`src/hw/snoop_cfg.svh`:
```
`ifndef SNOOP_CFG_SVH
`define SNOOP_CFG_SVH

// Cache ports taking part in the snoop
`define SNOOP_NUM_PORTS  4

// One R or CD beat, half a line
`define SNOOP_DATA_W     64
`define SNOOP_ADDR_W     32
`define SNOOP_ID_W       4

`define SNOOP_REQ_DEPTH  2
`define SNOOP_DATA_DEPTH 2

`endif

```
`src/hw/snoop_pkg.sv`:
```
`include "snoop_cfg.svh"

package snoop_pkg;

    // Outcome of the snoop phase
    typedef enum logic {
        SEND_INVALID_ACK_R,
        READ_SNP_DATA
    } su_op_e;

    // Queued read request, stays at the queue head until its response is done
    typedef struct packed {
        logic [`SNOOP_ADDR_W-1:0] addr;
        logic [`SNOOP_ID_W-1:0]   id;
        logic                     single_beat;
    } snoop_req_t;

endpackage

```
`src/hw/beat_fifo.sv`:
```
`timescale 1ns/1ps

module beat_fifo #(
    parameter type         T     = logic,
    parameter int unsigned DEPTH = 2
) (
    input  logic clk_i,
    input  logic rst_ni,
    input  logic push_i,
    input  T     data_i,
    output logic full_o,
    input  logic pop_i,
    output T     data_o,
    output logic empty_o
);

    localparam int unsigned PTR_W = (DEPTH > 1) ? $clog2(DEPTH) : 1;
    localparam int unsigned CNT_W = $clog2(DEPTH + 1);

    T                 mem_q [DEPTH];
    logic [PTR_W-1:0] wr_ptr_q;
    logic [PTR_W-1:0] rd_ptr_q;
    logic [CNT_W-1:0] count_q;

    function automatic logic [PTR_W-1:0] next_ptr(input logic [PTR_W-1:0] ptr);
        return (ptr == PTR_W'(DEPTH - 1)) ? '0 : ptr + 1'b1;
    endfunction

    assign full_o  = (count_q == CNT_W'(DEPTH));
    assign empty_o = (count_q == '0);
    assign data_o  = mem_q[rd_ptr_q];  // Head entry, no fall-through

    always_ff @(posedge clk_i or negedge rst_ni) begin
        if (!rst_ni) begin
            wr_ptr_q <= '0;
            rd_ptr_q <= '0;
            count_q  <= '0;
        end else begin
            if (push_i) begin
                wr_ptr_q <= next_ptr(wr_ptr_q);
            end
            if (pop_i) begin
                rd_ptr_q <= next_ptr(rd_ptr_q);
            end
            case ({push_i, pop_i})
                2'b10:   count_q <= count_q + 1'b1;
                2'b01:   count_q <= count_q - 1'b1;
                default: count_q <= count_q;
            endcase
        end
    end

    always_ff @(posedge clk_i) begin
        if (push_i) begin
            mem_q[wr_ptr_q] <= data_i;
        end
    end

    assert property (@(posedge clk_i) disable iff (!rst_ni)
        !(push_i && full_o) && !(pop_i && empty_o))
        else $error("beat_fifo overflow or underflow");

endmodule

```
`src/hw/snoop_resp_collector.sv`:
```
`timescale 1ns/1ps
`include "snoop_cfg.svh"

module snoop_resp_collector (
    input  logic                                 clk_i,
    input  logic                                 rst_ni,
    input  logic                                 start_i,
    input  logic [`SNOOP_ADDR_W-1:0]             addr_i,
    output logic [`SNOOP_NUM_PORTS-1:0]          ac_valid_o,
    input  logic [`SNOOP_NUM_PORTS-1:0]          ac_ready_i,
    output logic [`SNOOP_ADDR_W-1:0]             ac_addr_o,
    input  logic [`SNOOP_NUM_PORTS-1:0]          cr_valid_i,
    output logic [`SNOOP_NUM_PORTS-1:0]          cr_ready_o,
    input  logic [`SNOOP_NUM_PORTS-1:0][2:0]     cr_resp_i,  // {dirty, shared, data}
    output logic                                 result_valid_o,
    output logic [`SNOOP_NUM_PORTS-1:0]          data_mask_o,
    output logic [$clog2(`SNOOP_NUM_PORTS)-1:0]  first_idx_o,
    output logic                                 shared_o,
    output logic                                 dirty_o,
    output snoop_pkg::su_op_e                    op_o
);
    import snoop_pkg::*;

    localparam int unsigned N     = `SNOOP_NUM_PORTS;
    localparam int unsigned IDX_W = $clog2(N);

    logic                     busy_q;
    logic [N-1:0]             ac_pend_q;
    logic [N-1:0]             cr_got_q;
    logic [N-1:0][2:0]        resp_q;
    logic [N-1:0][2:0]        resp_d;
    logic [N-1:0]             cr_fire;
    logic [N-1:0]             mask;
    logic [`SNOOP_ADDR_W-1:0] addr_q;

    assign ac_valid_o     = ac_pend_q;
    assign ac_addr_o      = addr_q;
    assign cr_ready_o     = {N{busy_q}};
    assign cr_fire        = cr_valid_i & cr_ready_o;
    assign result_valid_o = busy_q && ((cr_got_q | cr_fire) == '1);

    // Mask hidden until every port has answered, so first_idx cannot move
    assign data_mask_o = (busy_q && !result_valid_o) ? '0 : mask;
    assign op_o        = (mask != '0) ? READ_SNP_DATA : SEND_INVALID_ACK_R;

    always_comb begin
        shared_o    = 1'b0;
        dirty_o     = 1'b0;
        first_idx_o = '0;
        for (int i = N - 1; i >= 0; i--) begin
            resp_d[i] = cr_fire[i] ? cr_resp_i[i] : resp_q[i];
            mask[i]   = resp_d[i][0];
            shared_o  = shared_o | resp_d[i][1];
            dirty_o   = dirty_o | resp_d[i][2];
            if (mask[i]) begin
                first_idx_o = IDX_W'(i);  // Lowest index wins
            end
        end
    end

    always_ff @(posedge clk_i or negedge rst_ni) begin
        if (!rst_ni) begin
            busy_q    <= 1'b0;
            ac_pend_q <= '0;
            cr_got_q  <= '0;
            resp_q    <= '0;
        end else if (start_i) begin
            busy_q    <= 1'b1;
            ac_pend_q <= '1;  // Broadcast to all ports
            cr_got_q  <= '0;
            resp_q    <= '0;
        end else begin
            ac_pend_q <= ac_pend_q & ~ac_ready_i;
            cr_got_q  <= cr_got_q | cr_fire;
            resp_q    <= resp_d;
            if (result_valid_o) begin
                busy_q <= 1'b0;
            end
        end
    end

    always_ff @(posedge clk_i) begin
        if (start_i) begin
            addr_q <= addr_i;
        end
    end

    // A port answers only after its own AC handshake
    assert property (@(posedge clk_i) disable iff (!rst_ni)
        busy_q |-> ((cr_valid_i & ac_pend_q) == '0))
        else $error("CR before AC handshake, pending %h", ac_pend_q);

endmodule

```
`src/hw/snoop_data_collector.sv`:
```
`timescale 1ns/1ps
`include "snoop_cfg.svh"

module snoop_data_collector (
    input  logic                                     clk_i,
    input  logic                                     rst_ni,
    input  logic [`SNOOP_NUM_PORTS-1:0]              cd_valid_i,
    output logic [`SNOOP_NUM_PORTS-1:0]              cd_ready_o,
    input  logic [`SNOOP_NUM_PORTS-1:0][`SNOOP_DATA_W-1:0] cd_data_i,
    input  logic [`SNOOP_NUM_PORTS-1:0]              cd_last_i,
    input  logic [`SNOOP_NUM_PORTS-1:0]              data_mask_i,
    input  logic [$clog2(`SNOOP_NUM_PORTS)-1:0]      first_idx_i,
    input  logic                                     fifo_full_i,
    input  logic                                     done_i,
    output logic                                     push_o,
    output logic [`SNOOP_DATA_W-1:0]                 push_data_o,
    output logic                                     all_last_o
);

    logic [`SNOOP_NUM_PORTS-1:0] last_q;

    always_comb begin
        cd_ready_o = data_mask_i & ~last_q;
        if (fifo_full_i) begin
            cd_ready_o[first_idx_i] = 1'b0;  // Back-pressure from R
        end
    end

    // Only the first responder feeds the queue, others are drained
    assign push_o      = cd_valid_i[first_idx_i] && cd_ready_o[first_idx_i];
    assign push_data_o = cd_data_i[first_idx_i];
    assign all_last_o  = ((last_q & data_mask_i) == data_mask_i);

    always_ff @(posedge clk_i or negedge rst_ni) begin
        if (!rst_ni) begin
            last_q <= '0;
        end else if (done_i) begin
            last_q <= '0;
        end else begin
            last_q <= last_q | (cd_valid_i & cd_ready_o & cd_last_i);
        end
    end

    // Control must not retire a request while a port still owes data
    assert property (@(posedge clk_i) disable iff (!rst_ni) done_i |-> all_last_o)
        else $error("done with last beats outstanding, mask %h last %h",
                    data_mask_i, last_q);

endmodule

```
`src/hw/snoop_ctrl.sv`:
```
`timescale 1ns/1ps
`include "snoop_cfg.svh"

module snoop_ctrl (
    input  logic                     clk_i,
    input  logic                     rst_ni,
    input  logic                     req_empty_i,
    input  snoop_pkg::snoop_req_t    req_i,
    output logic                     req_pop_o,
    output logic                     start_o,
    output logic [`SNOOP_ADDR_W-1:0] addr_o,
    output logic                     done_o,
    input  logic                     result_valid_i,
    input  snoop_pkg::su_op_e        op_i,
    input  logic                     shared_i,
    input  logic                     dirty_i,
    input  logic                     data_empty_i,
    input  logic [`SNOOP_DATA_W-1:0] data_i,
    output logic                     data_pop_o,
    input  logic                     all_last_i,
    output logic                     r_valid_o,
    input  logic                     r_ready_i,
    output logic [`SNOOP_DATA_W-1:0] r_data_o,
    output logic [`SNOOP_ID_W-1:0]   r_id_o,
    output logic                     r_last_o,
    output logic                     r_shared_o,
    output logic                     r_dirty_o
);
    import snoop_pkg::*;

    typedef enum logic [2:0] {
        IDLE,
        SNOOP,
        SEND_LO,
        SEND_HI,
        WAIT_R,
        WAIT_LAST
    } state_e;

    state_e state_q;
    state_e state_d;
    logic   start_q;
    logic   inv_ack;

    assign start_o   = start_q;
    assign addr_o    = req_i.addr;
    assign r_id_o    = req_i.id;  // Head is popped only with done
    assign req_pop_o = done_o;
    assign inv_ack   = (state_q == WAIT_R) ||
                       (state_q == SNOOP && result_valid_i && op_i == SEND_INVALID_ACK_R);

    always_comb begin
        state_d    = state_q;
        done_o     = 1'b0;
        data_pop_o = 1'b0;
        r_valid_o  = 1'b0;
        r_last_o   = 1'b0;
        r_data_o   = data_i;
        r_shared_o = shared_i;
        r_dirty_o  = dirty_i;
        case (state_q)
            IDLE: begin
                if (!req_empty_i) begin
                    state_d = SNOOP;
                end
            end
            SNOOP: begin
                if (result_valid_i && op_i == READ_SNP_DATA) begin
                    state_d = SEND_LO;
                end
            end
            SEND_LO: begin
                if (!data_empty_i) begin
                    if (req_i.single_beat && req_i.addr[3]) begin
                        data_pop_o = 1'b1;  // Lower word not wanted
                        state_d    = SEND_HI;
                    end else begin
                        r_valid_o = 1'b1;
                        r_last_o  = req_i.single_beat;
                        if (r_ready_i) begin
                            data_pop_o = 1'b1;
                            state_d    = req_i.single_beat ? WAIT_LAST : SEND_HI;
                        end
                    end
                end
            end
            SEND_HI: begin
                r_last_o = 1'b1;
                if (!data_empty_i) begin
                    r_valid_o = 1'b1;
                    if (r_ready_i) begin
                        data_pop_o = 1'b1;
                        done_o     = all_last_i;
                        state_d    = all_last_i ? IDLE : WAIT_LAST;
                    end
                end
            end
            WAIT_LAST: begin
                data_pop_o = !data_empty_i;  // Drain unused upper word
                if (all_last_i && data_empty_i) begin
                    done_o  = 1'b1;
                    state_d = IDLE;
                end
            end
            default: ;
        endcase

        // Invalid ack, one zero beat with last
        if (inv_ack) begin
            r_valid_o  = 1'b1;
            r_last_o   = 1'b1;
            r_data_o   = '0;
            r_shared_o = 1'b0;
            r_dirty_o  = 1'b0;
            done_o     = r_ready_i;
            state_d    = r_ready_i ? IDLE : WAIT_R;
        end
    end

    always_ff @(posedge clk_i or negedge rst_ni) begin
        if (!rst_ni) begin
            state_q <= IDLE;
            start_q <= 1'b0;
        end else begin
            state_q <= state_d;
            start_q <= (state_q == IDLE) && !req_empty_i;
        end
    end

    assert property (@(posedge clk_i) disable iff (!rst_ni)
        r_valid_o && !r_ready_i |=> r_valid_o &&
            $stable({r_data_o, r_id_o, r_last_o, r_shared_o, r_dirty_o}))
        else $error("R changed under back-pressure, data %h", r_data_o);

endmodule

```
`src/hw/snoop_unit_top.sv`:
```
`timescale 1ns/1ps
`include "snoop_cfg.svh"

module snoop_unit_top (
    input  logic                                     clk_i,
    input  logic                                     rst_ni,
    input  logic                                     wb_cyc_i,
    input  logic                                     wb_stb_i,
    input  logic                                     wb_we_i,
    input  logic [`SNOOP_ADDR_W-1:0]                 wb_adr_i,
    input  logic [31:0]                              wb_dat_i,  // {.., single, id}
    output logic                                     wb_ack_o,
    output logic [`SNOOP_NUM_PORTS-1:0]              ac_valid_o,
    input  logic [`SNOOP_NUM_PORTS-1:0]              ac_ready_i,
    output logic [`SNOOP_ADDR_W-1:0]                 ac_addr_o,
    input  logic [`SNOOP_NUM_PORTS-1:0]              cr_valid_i,
    output logic [`SNOOP_NUM_PORTS-1:0]              cr_ready_o,
    input  logic [`SNOOP_NUM_PORTS-1:0][2:0]         cr_resp_i,
    input  logic [`SNOOP_NUM_PORTS-1:0]              cd_valid_i,
    output logic [`SNOOP_NUM_PORTS-1:0]              cd_ready_o,
    input  logic [`SNOOP_NUM_PORTS-1:0][`SNOOP_DATA_W-1:0] cd_data_i,
    input  logic [`SNOOP_NUM_PORTS-1:0]              cd_last_i,
    output logic                                     r_valid_o,
    input  logic                                     r_ready_i,
    output logic [`SNOOP_DATA_W-1:0]                 r_data_o,
    output logic [`SNOOP_ID_W-1:0]                   r_id_o,
    output logic                                     r_last_o,
    output logic                                     r_shared_o,
    output logic                                     r_dirty_o
);
    import snoop_pkg::*;

    logic                                wb_req;
    logic                                wb_ack_q;
    snoop_req_t                          req_in;
    snoop_req_t                          req_head;
    logic                                req_push;
    logic                                req_pop;
    logic                                req_full;
    logic                                req_empty;
    logic                                start;
    logic [`SNOOP_ADDR_W-1:0]            snoop_addr;
    logic                                result_valid;
    logic [`SNOOP_NUM_PORTS-1:0]         data_mask;
    logic [$clog2(`SNOOP_NUM_PORTS)-1:0] first_idx;
    logic                                shared;
    logic                                dirty;
    su_op_e                              op;
    logic                                done;
    logic                                all_last;
    logic                                data_push;
    logic                                data_pop;
    logic                                data_full;
    logic                                data_empty;
    logic [`SNOOP_DATA_W-1:0]            data_in;
    logic [`SNOOP_DATA_W-1:0]            data_head;

    // Wishbone classic entry, ack one cycle after strobe
    assign wb_req   = wb_cyc_i && wb_stb_i && !wb_ack_q;
    assign req_push = wb_req && wb_we_i && !req_full;
    assign wb_ack_o = wb_ack_q;
    assign req_in   = '{addr: wb_adr_i, id: wb_dat_i[`SNOOP_ID_W-1:0], single_beat: wb_dat_i[4]};

    always_ff @(posedge clk_i or negedge rst_ni) begin
        if (!rst_ni) begin
            wb_ack_q <= 1'b0;
        end else begin
            wb_ack_q <= wb_req && (!wb_we_i || !req_full);  // Full queue adds wait states
        end
    end

    beat_fifo #(
        .T     (snoop_req_t),
        .DEPTH (`SNOOP_REQ_DEPTH)
    ) u_req_fifo (
        .clk_i   (clk_i),
        .rst_ni  (rst_ni),
        .push_i  (req_push),
        .data_i  (req_in),
        .full_o  (req_full),
        .pop_i   (req_pop),
        .data_o  (req_head),
        .empty_o (req_empty)
    );

    snoop_resp_collector u_resp (
        .clk_i          (clk_i),
        .rst_ni         (rst_ni),
        .start_i        (start),
        .addr_i         (snoop_addr),
        .ac_valid_o     (ac_valid_o),
        .ac_ready_i     (ac_ready_i),
        .ac_addr_o      (ac_addr_o),
        .cr_valid_i     (cr_valid_i),
        .cr_ready_o     (cr_ready_o),
        .cr_resp_i      (cr_resp_i),
        .result_valid_o (result_valid),
        .data_mask_o    (data_mask),
        .first_idx_o    (first_idx),
        .shared_o       (shared),
        .dirty_o        (dirty),
        .op_o           (op)
    );

    snoop_data_collector u_data (
        .clk_i       (clk_i),
        .rst_ni      (rst_ni),
        .cd_valid_i  (cd_valid_i),
        .cd_ready_o  (cd_ready_o),
        .cd_data_i   (cd_data_i),
        .cd_last_i   (cd_last_i),
        .data_mask_i (data_mask),
        .first_idx_i (first_idx),
        .fifo_full_i (data_full),
        .done_i      (done),
        .push_o      (data_push),
        .push_data_o (data_in),
        .all_last_o  (all_last)
    );

    beat_fifo #(
        .T     (logic [`SNOOP_DATA_W-1:0]),
        .DEPTH (`SNOOP_DATA_DEPTH)
    ) u_data_fifo (
        .clk_i   (clk_i),
        .rst_ni  (rst_ni),
        .push_i  (data_push),
        .data_i  (data_in),
        .full_o  (data_full),
        .pop_i   (data_pop),
        .data_o  (data_head),
        .empty_o (data_empty)
    );

    snoop_ctrl u_ctrl (
        .clk_i          (clk_i),
        .rst_ni         (rst_ni),
        .req_empty_i    (req_empty),
        .req_i          (req_head),
        .req_pop_o      (req_pop),
        .start_o        (start),
        .addr_o         (snoop_addr),
        .done_o         (done),
        .result_valid_i (result_valid),
        .op_i           (op),
        .shared_i       (shared),
        .dirty_i        (dirty),
        .data_empty_i   (data_empty),
        .data_i         (data_head),
        .data_pop_o     (data_pop),
        .all_last_i     (all_last),
        .r_valid_o      (r_valid_o),
        .r_ready_i      (r_ready_i),
        .r_data_o       (r_data_o),
        .r_id_o         (r_id_o),
        .r_last_o       (r_last_o),
        .r_shared_o     (r_shared_o),
        .r_dirty_o      (r_dirty_o)
    );

endmodule

```
`config.mk`:
```
export PLATFORM = sky130hd
export DESIGN_NAME = snoop_unit_top
export DESIGN_NICKNAME = d
export VERILOG_FILES = /design/src/hw/snoop_pkg.sv /design/src/hw/beat_fifo.sv /design/src/hw/snoop_resp_collector.sv /design/src/hw/snoop_data_collector.sv /design/src/hw/snoop_ctrl.sv /design/src/hw/snoop_unit_top.sv
export VERILOG_INCLUDE_DIRS = /design/src /design/src/hw
export SDC_FILE = /design/constraint.sdc
export NUM_CORES = 1
export LEC_CHECK = 0
export BUFFER_PORTS_ARGS = -buffer_cell sky130_fd_sc_hd__clkbuf_2
export CORE_ASPECT_RATIO = 0.7
export CORE_UTILIZATION = 40
export CTS_BUF_LIST = sky130_fd_sc_hd__clkbuf_16
export CTS_CLUSTER_DIAMETER = 80
export DETAILED_ROUTE_END_ITERATION = 7
export PLACE_DENSITY = 0.7
export SLEW_MARGIN = 10
export SYNTH_ARGS = -nofsm -noshare
export SYNTH_HDL_FRONTEND = slang
export SYNTH_SLANG_ARGS = --single-unit
```
`constraint.sdc`:
```
create_clock -name clk_i -period 5.5 [get_ports clk_i]
set_clock_uncertainty 0.15 [all_clocks]
set_input_delay 0.55 -clock clk_i [delete_from_list [all_inputs] [get_ports clk_i]]
set_output_delay 0.55 -clock clk_i [all_outputs]
set_load 0.005 [all_outputs]
```
* Word level (Yosys, flattened, before mapping)
Memory sizes are Yosys's and may differ from the RTL's.
Index checks and enable logic that the tools add are counted.
** Storage, ports and cells
- Input port bits :: 354
- Register bits after elaboration :: 70
- Bits in latches :: 0
- Memories :: 2
- RAM bits :: 202
- ROM bits :: 0
- Output and inout port bits :: 117
- Logic and storage cells :: 171
** Cells by class
- Add/subtract/negate cells :: 8
- Bitwise logic cells :: 19
- Reductions and logical operators :: 32
- Divide/modulo/power cells :: 0
- Muxes and demuxes :: 70
- Equal/unequal tests :: 20
- $mul :: 0
- Magnitude comparators :: 2
- Shifts and indexed selects :: 0
** Memory list
- u_data_fifo.mem_q :: words 2, width 64, read ports 1, clocked after Yosys merged registers in 0, write ports 1, RTL line beat_fifo.sv:20 : T mem_q [DEPTH];
- u_req_fifo.mem_q :: words 2, width 37, read ports 1, clocked after Yosys merged registers in 0, write ports 1, RTL line beat_fifo.sv:20
** Operators by type and width (number)
- 64-bit binary-select mux with 2-bit select :: 1
- 64-bit two-way mux :: 2
- 3-bit two-way mux :: 16
- 1-bit two-way mux :: 31
- 4-bit bitwise AND :: 7
- 4-bit two-way mux :: 5
- 1-bit logical AND :: 15
- 3-bit case mux with 5 select lines :: 1
- 12-bit two-way mux :: 1
- 4-bit NOT :: 3
- 3-bit inequality test (second input constant) :: 3
- 2-bit == test (second input constant) :: 4
- 2-bit two-way mux :: 4
- 4-bit bitwise OR :: 2
- 2-bit case mux with 2 select lines :: 2
- 8-bit AND reduction :: 1
- 3-bit by 2-bit == test with 1-bit output (second input constant) :: 2
- 3-bit == test (second input constant) :: 2
- 1-bit zero test :: 6
- 3-bit by 2-bit inequality test with 1-bit output (second input constant) :: 2
- 1-bit bitwise OR :: 6
- 1-bit case mux with 2 select lines :: 3
- 2-bit nonzero test :: 3
- 6-bit nonzero test :: 1
- other kinds (19) :: 28

* Longest topological paths before layout
Gate-level depths: netlist of the first run.
- Depth after elaboration :: 18
- Mapped depth :: 12
- Depth with buffers taken out :: 9

* Modules after synthesis
Synthesis of the first run repeated with hierarchy kept, for this count alone.
** Second synthesis, totals
- Cells, all modules :: 750
- Area, all modules :: 12949.9 um^2
** By module, submodules not included
- beat_fifo (u_data_fifo) :: times used 1, seq. area each 3943.8 um^2, cells each 215, area an instance 5008.6 um^2
- beat_fifo (u_req_fifo) :: times used 1, seq. area each 2322.2 um^2, cells each 131, area an instance 2936.6 um^2
- snoop_resp_collector :: times used 1, seq. area each 1486.4 um^2, cells each 125, area an instance 1943.1 um^2
- snoop_data_collector :: times used 1, seq. area each 100.1 um^2, cells each 114, area an instance 1873.0 um^2
- snoop_ctrl :: times used 1, seq. area each 100.1 um^2, cells each 161, area an instance 1126.1 um^2
- snoop_unit_top :: times used 1, seq. area each 25.0 um^2, cells each 4, area an instance 62.6 um^2

* Worst setup path before layout of the first run
No wires, ideal clock.
- Kind :: in2reg
- Start point :: in cr_resp_i[3] (netlist bit)
- End point :: mem u_data_fifo.mem_q[0][0] (netlist bit) (enable)
- Stages :: 8
- Data required time :: 4863 ps
- Slack :: 85 ps
- Path buffers :: 2
- Arrival :: 4778 ps
- Library setup time :: 487 ps
- Cell sequence :: and3_1 -> or2_2 -> a211oi_1 -> clkbuf_1 -> a21oi_1 -> or3_1 -> buf_2 -> nor2_1
** Between the ends
- Cells in the longest elaborated chain, start to end :: 15
- Elaborated cells between the ends (all ways) :: 20
- Classes of those cells :: order compare (2); mux (13); bitwise (3); reduce/logical (2)
** Ends and longest elaborated chain
- start, declared :: RTL line snoop_unit_top.sv:18 : input logic [`SNOOP_NUM_PORTS-1:0][2:0] cr_resp_i,
- 3-bit two-way mux * :: RTL line snoop_resp_collector.sv:51 : resp_d[i] = cr_fire[i] ? cr_resp_i[i] : resp_q[i];
- 2-bit two-way mux (2 in series) :: RTL line snoop_resp_collector.sv:55 : if (mask[i]) begin
- 2-bit by 3-bit less-than comparator with 1-bit output (implied by the code) / 2-bit by 1-bit greater-or-equal comparator with 1-bit output (equally long branches) :: RTL line snoop_data_collector.sv:25 : cd_ready_o[first_idx_i] = 1'b0;
- 1-bit logical AND (implied by the code) :: RTL line snoop_data_collector.sv:25
- 1-bit two-way mux (implied by the code) :: RTL line snoop_data_collector.sv:25
- 1-bit demux with 2-bit select
- 4-bit NOT (no source line)
- 4-bit bitwise AND (no source line)
- 4-bit two-way mux :: RTL line snoop_data_collector.sv:24 : if (fifo_full_i) begin
- 1-bit binary-select mux with 2-bit select :: RTL line snoop_data_collector.sv:30 : assign push_o = cd_valid_i[first_idx_i] && cd_ready_o[first_idx_i];
- 1-bit two-way mux (implied by the code) :: RTL line snoop_data_collector.sv:30
- 1-bit logical AND * :: RTL line snoop_data_collector.sv:30
- 1-bit two-way mux * :: RTL line beat_fifo.sv:54 : if (push_i) begin
- 1-bit two-way mux (implied by the code) * :: RTL line beat_fifo.sv:55 : mem_q[wr_ptr_q] <= data_i;
- end, declared :: RTL line beat_fifo.sv:20
Mark *: on every way between the ends. The rest lies on a longest branch, timed or not. The select of a mux whose other input is x is not followed.

* Worst setup path in the final report of the first run
- Start point :: reg u_resp.busy_q
- End point :: out r_data_o[12]
** Between the ends
- Cells in the longest elaborated chain, start to end :: 8
- Elaborated cells between the ends (all ways) :: 15
- Classes of those cells :: eq/ne (1); mux (6); bitwise (3); reduce/logical (5)
** Ends and longest elaborated chain
- start, declared :: RTL line snoop_resp_collector.sv:27 : logic busy_q;
- start signal, assigned :: RTL line snoop_resp_collector.sv:63 : busy_q <= 1'b0;
- start signal, assigned :: RTL line snoop_resp_collector.sv:68 : busy_q <= 1'b1;
- start signal, assigned :: RTL line snoop_resp_collector.sv:77 : busy_q <= 1'b0;
- 4-bit bitwise AND :: RTL line snoop_resp_collector.sv:39 : assign cr_fire = cr_valid_i & cr_ready_o;
- 4-bit bitwise OR / 3-bit two-way mux (equally long branches) :: RTL line snoop_resp_collector.sv:40, snoop_resp_collector.sv:51
- 4-bit == test / 4-bit nonzero test (equally long branches) :: RTL line snoop_resp_collector.sv:40, snoop_resp_collector.sv:44
- 1-bit logical AND / 1-bit two-way mux (equally long branches) :: RTL line snoop_resp_collector.sv:40, snoop_resp_collector.sv:44
- 1-bit logical AND / 1-bit NOT (equally long branches) :: RTL line snoop_ctrl.sv:50 : (state_q == SNOOP && result_valid_i && op_i == SEND_INVALID_ACK_R);
- 1-bit logical AND * :: RTL line snoop_ctrl.sv:50
- 1-bit logical OR * :: RTL line snoop_ctrl.sv:49 : assign inv_ack = (state_q == WAIT_R) ||
- 64-bit two-way mux * :: RTL line snoop_ctrl.sv:109 : if (inv_ack) begin
- end, declared :: RTL line snoop_unit_top.sv:25 : output logic [`SNOOP_DATA_W-1:0] r_data_o,
Mark *: on every way between the ends. The rest lies on a longest branch, timed or not.

==> results of run 1 <==
synth_stat cells, types with 2 or more instances:
master    count
buf_1         4
xor2_1        4
xnor2_1       6
o32a_1        2
or3_1         5
nor2b_1       3
nor2_1       99
ha_1          2
o31ai_1       3
dfrtp_1      38
a211oi_1      5
a21o_1        5
a41oi_1       3
and3_1        2
and2_1        3
a31oi_1       4
nand2b_1      4
o22ai_1       2
a21oi_1      12
inv_1        14
edfxtp_1    234
mux2i_1     137
o21ai_0      70
o21a_1        3
nand3_1       5
a22oi_1      64
nor3_1        5
and4b_1       2
nand2_1       9
buf_2        15
mux2_2       37
buf_4         8
o21bai_1      3
a21boi_0      2
o31a_1        2
clkbuf_1     35
stage by stage:
| stage | cells | area [sq um] | util [%] |
|---|---|---|---|
| 6_report | 1714 | 15640 | 53.29 |
| 5_1_grt | 1714 | 15640 | 53.29 |
| 4_1_cts | 1714 | 15640 | 53.29 |
| 3_5_place_dp | 1664 | 14770 | 50.33 |
| 3_3_place_gp | 1664 | 14770 | 50.33 |
| 2_1_floorplan | 867 | 12100 | - |
what timing repair did:
item	in CTS	in global routing
endpoints found under the hold margin	38	0
hold buffers	1	0
gates resized for setup	0	0
buffers inserted	0	0
worst max path at each step:
stage                                                    end  slack (ps)  depth (start not counted)                 startpoint
final                                           r_data_o[12]        1150                          7  u_resp.busy_q$_DFFE_PN0P_
after global routing                              r_shared_o         820                          7  u_resp.busy_q$_DFFE_PN0P_
after CTS                                       r_data_o[12]        1080                          7  u_resp.busy_q$_DFFE_PN0P_
after detailed placement  u_data_fifo.mem_q[0][60]$_DFFE_PP_        1520                          7  u_resp.busy_q$_DFFE_PN0P_
after global placement    u_data_fifo.mem_q[0][30]$_DFFE_PP_        1580                          7  u_resp.busy_q$_DFFE_PN0P_
after floorplan            u_data_fifo.mem_q[0][0]$_DFFE_PP_          90                          8               cr_resp_i[3]
layout make-up:
| class | instances | area (sq um) |
|---|---|---|
| Timing Repair Buffer | 455 | 2360 |
| Multi-Input combinational cell | 519 | 3877 |
| Tap cell | 405 | 506.7 |
| Inverter | 14 | 52.55 |
| Fill cell | 2512 | 13710 |
| Sequential cell | 272 | 7983 |
| Clock inverter | 22 | 181.4 |
| Clock buffer | 27 | 675.6 |
cells by family (layout without fill, tap and decap cells):
kind of cell,Yosys count,after routing,share of synthesized area (%)
buffers and inverters,76,518,2.760
adders and majority gates,2,2,0.2067
and+or+nand+nor,144,144,5.262
xor gates and xnor gates,10,10,0.7236
muxes,177,177,15.17
DFF,272,272,65.92
AOI/OAI and AO/OA,186,186,9.966
worst reg2reg max path, cell delays in order, from the launching register on:
cell	delay [ps]
dfrtp_1	700
nand2_1	360
mux2i_4	430
nor4b_4	640
a221oi_1	220
or3_1	570
nor2_4	210
buf_12	310
sequential cells by signal, indices dropped and copies added, names as in the netlist, 2 cells and up:
signal and count:
u_ctrl.state_q 3, u_data.last_q 4, u_data_fifo.count_q 2, u_data_fifo.mem_q 128
u_req_fifo.count_q 2, u_req_fifo.mem_q 74, u_resp.ac_addr_o 32, u_resp.ac_valid_o 4
u_resp.cr_got_q 4, u_resp.resp_q 12
power by group through the flow:
stage / sequential [uW] / combinational [uW] / clock (uW)
2_1_floorplan: 2350 / 96.3 / 0
3_3_place_gp: 2350 / 249 / 0
3_5_place_dp: 2360 / 257 / 0
4_1_cts: 2310 / 260 / 1830
5_1_grt: 2320 / 286 / 1910
6_report: 2310 / 256 / 1780
routing by layer:
| metal | vias up | GRT usage [%] | wire (um) |
|---|---|---|---|
| li1 | 4156 | - | - |
| met1 | 4238 | 25.83 | 13530 |
| met2 | 283 | 32.67 | 15130 |
| met3 | 46 | 3.081 | 1614 |
| met4 | 2 | 6.277 | 888 |
| met5 | - | 0 | 13 |
==> results.ini, run 1 <==
[status]
outcome = finished clean

[grt]
antenna_found_initial = 1
grt_pass1_wl_um = 46690
grt_pass1_vias = 8663
grt.overflow.total = 0
grt_start_max_net_pins = 66
grtUsageTotal_pct = 19.41

[power_and_ir_drop]
p_per_area_nw_per_um2 = 278.5
power.total_uw = 4355
combPwrFrac_pct = 5.9
p_switching_uw = 894.1
p_clk_share_pct = 41.0
vdd_drop_max_mv = 0.1724
p_int_uw = 3460
switching_share_pct = 20.53
p_leak_uw = 0.006679
pwr-share-seq_pct = 53.2

[clocking]
clk_latency_ps = 520
cts_buffers = 27
cts_root_buf = clkbuf_16
cts_sinks = 272
htree_levels = 1
clk_pin_slew_worst_paths_ps = 70
cts_tree = yes
cts_max_path_buffers = 3

[logic_synthesis]
synth_top_area_share_pct = 58.06
syn_nets = 1223
syn_inst = 867
synth_edf_count = 234
avgSynthCellArea_sq_um = 13.96
yosysTopAreaCell = edfxtp_1
ys_types = 52
synthesis.area_sq_um = 12100
synth.area.top_cells = edfxtp_1 58%, mux2i_1 11%, dfrtp_1 7.9%
synth-warning-count = 0
ys_seq_area_share_pct = 65.92
synthFlopType = edfxtp_1
async_flop_share_pct = 13.97
ys_seq_elements = 272

[floorplan]
chipWidth_um = 209.9
die_h_um = 147.5
die_area_sq_um = 30970
io_pins = 471
rows = 52
initial_core_util_pct = 41.25
core-area_sq_um = 29340

[worst_hold_path]
hold_path_depth = 1
min_from = wb_dat_i[1]
hold_path_class = input pin to flop
hold_end = u_req_fifo.mem_q[0][2]$_DFFE_PP_

[detailed_routing]
first_pass_iters = 5
vias = 8725
detail_route.wl_per_cell_um = 18.19
first_iter_violations = 471
drc = 0
post_drt_via_cell_ratio = 5.090
wl_um = 31180
ant_nets = 0

[critical_path]
end_kind = output pin
critPathBufInv = 2
worstSetupPathType = flop to output pin
slowest_delay_ps = 700
required_ps = 4800
crit_chain = and2_1 > mux2i_2 > nand4_1 > o32ai_4 > buf_12 > nor2_1 > clkbuf_2
r2r_cells = 7
critPathMaxFanout = 57
critPathTopFamily = simple AND/OR/NAND/NOR gates
startpoint_type = flop
r2r-start = u_resp.busy_q$_DFFE_PN0P_
regToRegSetupSlack_ps = 1470
worst_path_max_delay_cell = dfrtp_1
r2r_end = u_data_fifo.mem_q[0][1]$_DFFE_PP_
cp_data_arrival_time_ps = 3650

[cells_and_area]
fin_nets = 1645
final_cell_mix = 443 x clkbuf_2, 234 x edfxtp_1, 137 x mux2i_1
area_growth_pct = 29.19
num_antenna_cells = 0
drive_gt1_share_pct = 41.71
final_common_cell = clkbuf_2

[sta]
period_needed_ps = 4354
min_period_over_period_pct = 79.17
setup_viol = 0
slew_violations = 0
holdWs_ps = 68.80
fmax_ghz = 0.2297
setup_tns_ps = 0
finalHoldViolCount = 0
rsz0062_at_grt = no
worst_pin_slew_ps = 1151
relSlewSlack_pct = 23.08
postLayoutSetupSlackWorst_ps = 1146

[placement]
place_ws_ps = 1524
post-dp-hpwl_um = 22320
port_buffers = 443
place.gp.congestion = 0.8221

[job]
drv_cap = 0

(Power assumes the default switching activity.)
==> run 2: changes to the inputs <==
--- a/config.mk
+++ b/config.mk
@@ -6,13 +6,14 @@
 export SDC_FILE = /design/constraint.sdc
 export NUM_CORES = 1
 export LEC_CHECK = 0
+export ABC_AREA = 1
 export BUFFER_PORTS_ARGS = -buffer_cell sky130_fd_sc_hd__clkbuf_2
 export CORE_ASPECT_RATIO = 0.7
 export CORE_UTILIZATION = 40
 export CTS_BUF_LIST = sky130_fd_sc_hd__clkbuf_16
 export CTS_CLUSTER_DIAMETER = 80
 export DETAILED_ROUTE_END_ITERATION = 7
-export PLACE_DENSITY = 0.7
+export PLACE_DENSITY = 0.67
 export SLEW_MARGIN = 10
 export SYNTH_ARGS = -nofsm -noshare
 export SYNTH_HDL_FRONTEND = slang
==> constraint.sdc (replaced) <==
create_clock -name clk_i -period 4.4 [get_ports clk_i]
set_clock_uncertainty 0.15 [all_clocks]
set_input_delay 0.44 -clock clk_i [delete_from_list [all_inputs] [get_ports clk_i]]
set_output_delay 0.44 -clock clk_i [all_outputs]
set_load 0.005 [all_outputs]
==> run 2 against run 1 <==
Global-route usage up 2.7 points. Total power up 150%. Synthesized cell count up 39%. Clock power up 29%. Design area up 3.8%. Utilization up 0.37 points. Worst setup slack worse by 400 ps. Sequential power up 78%. Largest power group is now combinational cells. Highest routed layer is now met4.
==> results.ini, run 2 <==
[placement]
place.gp.congestion = 0.9133  ; +11%
port_buffers = 443  ; unchanged
post-dp-hpwl_um = 25810  ; +16%
post_dp_cell_area_sq_um = 14900  ; +0.91%
placedCellCount = 2002  ; +20%
place_ws_ps = 719.0  ; -804.9 ps

[sta]
slew_violations = 0  ; unchanged
postLayoutSetupSlackWorst_ps = 744.3  ; -401.7 ps
rsz0062_at_grt = no
setup_tns_ps = 0  ; unchanged
finalHoldViolCount = 0  ; unchanged
relSlewSlack_pct = 21.51  ; -1.6 points
min_period_over_period_pct = 83.08
period_needed_ps = 3656
holdWs_ps = 26.29  ; -42.51 ps
setup_viol = 0  ; unchanged
worst_pin_slew_ps = 1177  ; +26.26 ps
fmax_ghz = 0.2735

[cells_and_area]
final_cell_mix = 443 x clkbuf_2, 419 x nand2_1, 234 x edfxtp_1
largest_reg_flops = 128  ; unchanged
area_growth_pct = 30.99
largest-register = u_data_fifo.mem_q
fin_cells = 2094  ; +22%
final_common_cell = clkbuf_2
fin_nets = 2018  ; +23%
stdcell_area_sq_um = 16230  ; +3.8%
drive_gt1_share_pct = 31.77  ; -9.9 points

[floorplan]
die_area_sq_um = 31690  ; +2.3%
die_h_um = 149.2  ; +1.1%
core-area_sq_um = 30240  ; +3.1%
initial_core_util_pct = 40.96  ; -0.28 points
rows = 53  ; +1.9%
chipWidth_um = 212.3  ; +1.2%
io_pins = 471  ; unchanged

[logic_synthesis]
ys_seq_elements = 272  ; unchanged
syn_nets = 1562  ; +28%
synth_most_common_cell = nand2_1
ys_types = 41  ; -21%
avgSynthCellArea_sq_um = 10.27  ; -26%
synth.top_cells.by_count = 419 x nand2_1, 234 x edfxtp_1, 99 x nor2_1
synth_top_area_share_pct = 56.73  ; -1.3 points
syn_inst = 1206  ; +39%
ys_seq_area_share_pct = 64.40  ; -1.5 points
yosysTopAreaCell = edfxtp_1
async_flop_share_pct = 13.97  ; unchanged
synth-warning-count = 0  ; unchanged
synth_edf_count = 234  ; unchanged
synthFlopType = edfxtp_1
synthesis.area_sq_um = 12390  ; +2.3%
synth.area.top_cells = edfxtp_1 57%, nand2_1 13%, dfrtp_1 7.7%

[clocking]
htree_levels = 1  ; unchanged
cts_setup_buffers = 0  ; unchanged
cts_buffers = 26  ; -3.7%
clk_latency_ps = 540  ; +20 ps
cts_sinks = 272  ; unchanged
ctsResizeCount = 0  ; unchanged
cts_tree = yes
cts_root_buf = clkbuf_16
cts_max_path_buffers = 3  ; unchanged
clk_pin_slew_worst_paths_ps = 60  ; about the same
holdBufCountCts = 44  ; +43

[power_and_ir_drop]
p_per_area_nw_per_um2 = 670.6  ; +140%
p_leak_uw = 0.007030  ; +5.3%
vdd_drop_max_mv = 0.3851  ; +120%

[critical_path]
crit_chain = nand2_1 > nand2_1 > nand2_2 > nor3_4 > nand2_2 > o21bai_4 > buf_12 > a21oi_1 > clkbuf_2
critPathMaxFanout = 67  ; +18%
cp_data_arrival_time_ps = 3070  ; -580 ps
r2r_end = u_data_fifo.mem_q[1][46]$_DFFE_PP_
worst_path_max_delay_cell = dfrtp_1
startpoint_type = flop
r2r_cells = 12  ; +5
regToRegSetupSlack_ps = 790  ; -680 ps
required_ps = 3810  ; -990 ps
r2r-start = u_resp.busy_q$_DFFE_PN0P_
end_kind = output pin
slowest_delay_ps = 780  ; +80 ps
startpoint = u_resp.busy_q$_DFFE_PN0P_
worstSetupPathType = flop to output pin
crit_end = r_data_o[59]

[detailed_routing]
ant_nets = 0  ; unchanged
detail_route.wl_per_cell_um = 17.44  ; -4.1%
first_pass_iters = 6  ; +1
post_drt_via_cell_ratio = 5.009  ; -1.6%
wl_um = 36520  ; +17%
vias = 10488  ; +20%
drc = 0  ; unchanged
first_iter_violations = 671  ; +42%

[worst_hold_path]
hold_path_class = input pin to flop

[grt]
grt.overflow.total = 0  ; unchanged
grtUsageTotal_pct = 22.11  ; +2.7 points
grt_start_max_net_pins = 68  ; +3.0%
antenna_found_initial = 1  ; unchanged
grt_pass1_vias = 9674  ; +12%
grt_pass1_wl_um = 53650  ; +15%

[status]
outcome = finished clean

[job]
drv_cap = 0  ; unchanged

## run 2: kinds of logic after synthesis
group                      share of synthesized area [%]
AOI/OAI and AO/OA                                  11.13
xor gates and xnor gates                          0.4242
adders and majority gates                         0.2020
buffers and inverters                              4.859
DFF                                                64.40
muxes                                             0.6465
and+or+nand+nor                                    18.33
## run 2: worst min path at each step
| stage | startpoint | endpoint | slack [ps] | cells past startpoint |
|---|---|---|---|---|
| floorplan | rst_ni | u_ctrl.start_o$_DFF_PN0_ | -6 | 0 |
| global placement | u_data_fifo.wr_ptr_q$_DFFE_PN0P_ | u_data_fifo.wr_ptr_q$_DFFE_PN0P_ | 310 | 2 |
| detailed placement | u_data_fifo.wr_ptr_q$_DFFE_PN0P_ | u_data_fifo.wr_ptr_q$_DFFE_PN0P_ | 320 | 2 |
| CTS | cr_resp_i[5] | u_resp.resp_q[5]$_DFF_PN0_ | 4 | 3 |
| global route | cr_resp_i[8] | u_resp.resp_q[8]$_DFF_PN0_ | 20 | 3 |
| finish | cr_resp_i[8] | u_resp.resp_q[8]$_DFF_PN0_ | 30 | 3 |
## run 2: final cells by class
type	instances	area, sq um
diodes	1	2.502
clock buffers	27	675.6
clock inverters	20	202.7
fillers	2687	14010
inverters	43	161.4
multi-input cells	816	3847
flip-flops and latches	272	7980
well taps	412	515.5
repair buffers	503	2840
## run 2: where the power goes
| part | switching (uW) | total, uW | internal [uW] |
|---|---|---|---|
| clock | 948 | 2290 | 1350 |
| sequential | 299 | 4110 | 3820 |
| combinational | 2970 | 4470 | 1500 |
## run 2: critical path, delay by kind of cell (launching register included)
kind / cells / cell delay, ps
AOI/OAI and AO/OA: 2 / 330
buffers and inverters: 2 / 450
DFF: 1 / 780
and+or+nand+nor: 5 / 900
## run 2: metal layers
metal  vias to the layer above  GRT usage (%)  share of wire [%]
li1                       5037              -                  -
met1                      4971          30.31                 42
met2                       416          35.62                 47
met3                        64          5.137                8.3
met5                         -              0                  0
met4                         0          5.216                2.0
## run 2: stage by stage
stage          total power [uW]  utilization (%)
6_report                  10880            53.66
3_5_place_dp               8627            49.29
2_1_floorplan              6820                -
5_1_grt                   11580            53.65
4_1_cts                   10970            53.65
3_3_place_gp               8501            49.29
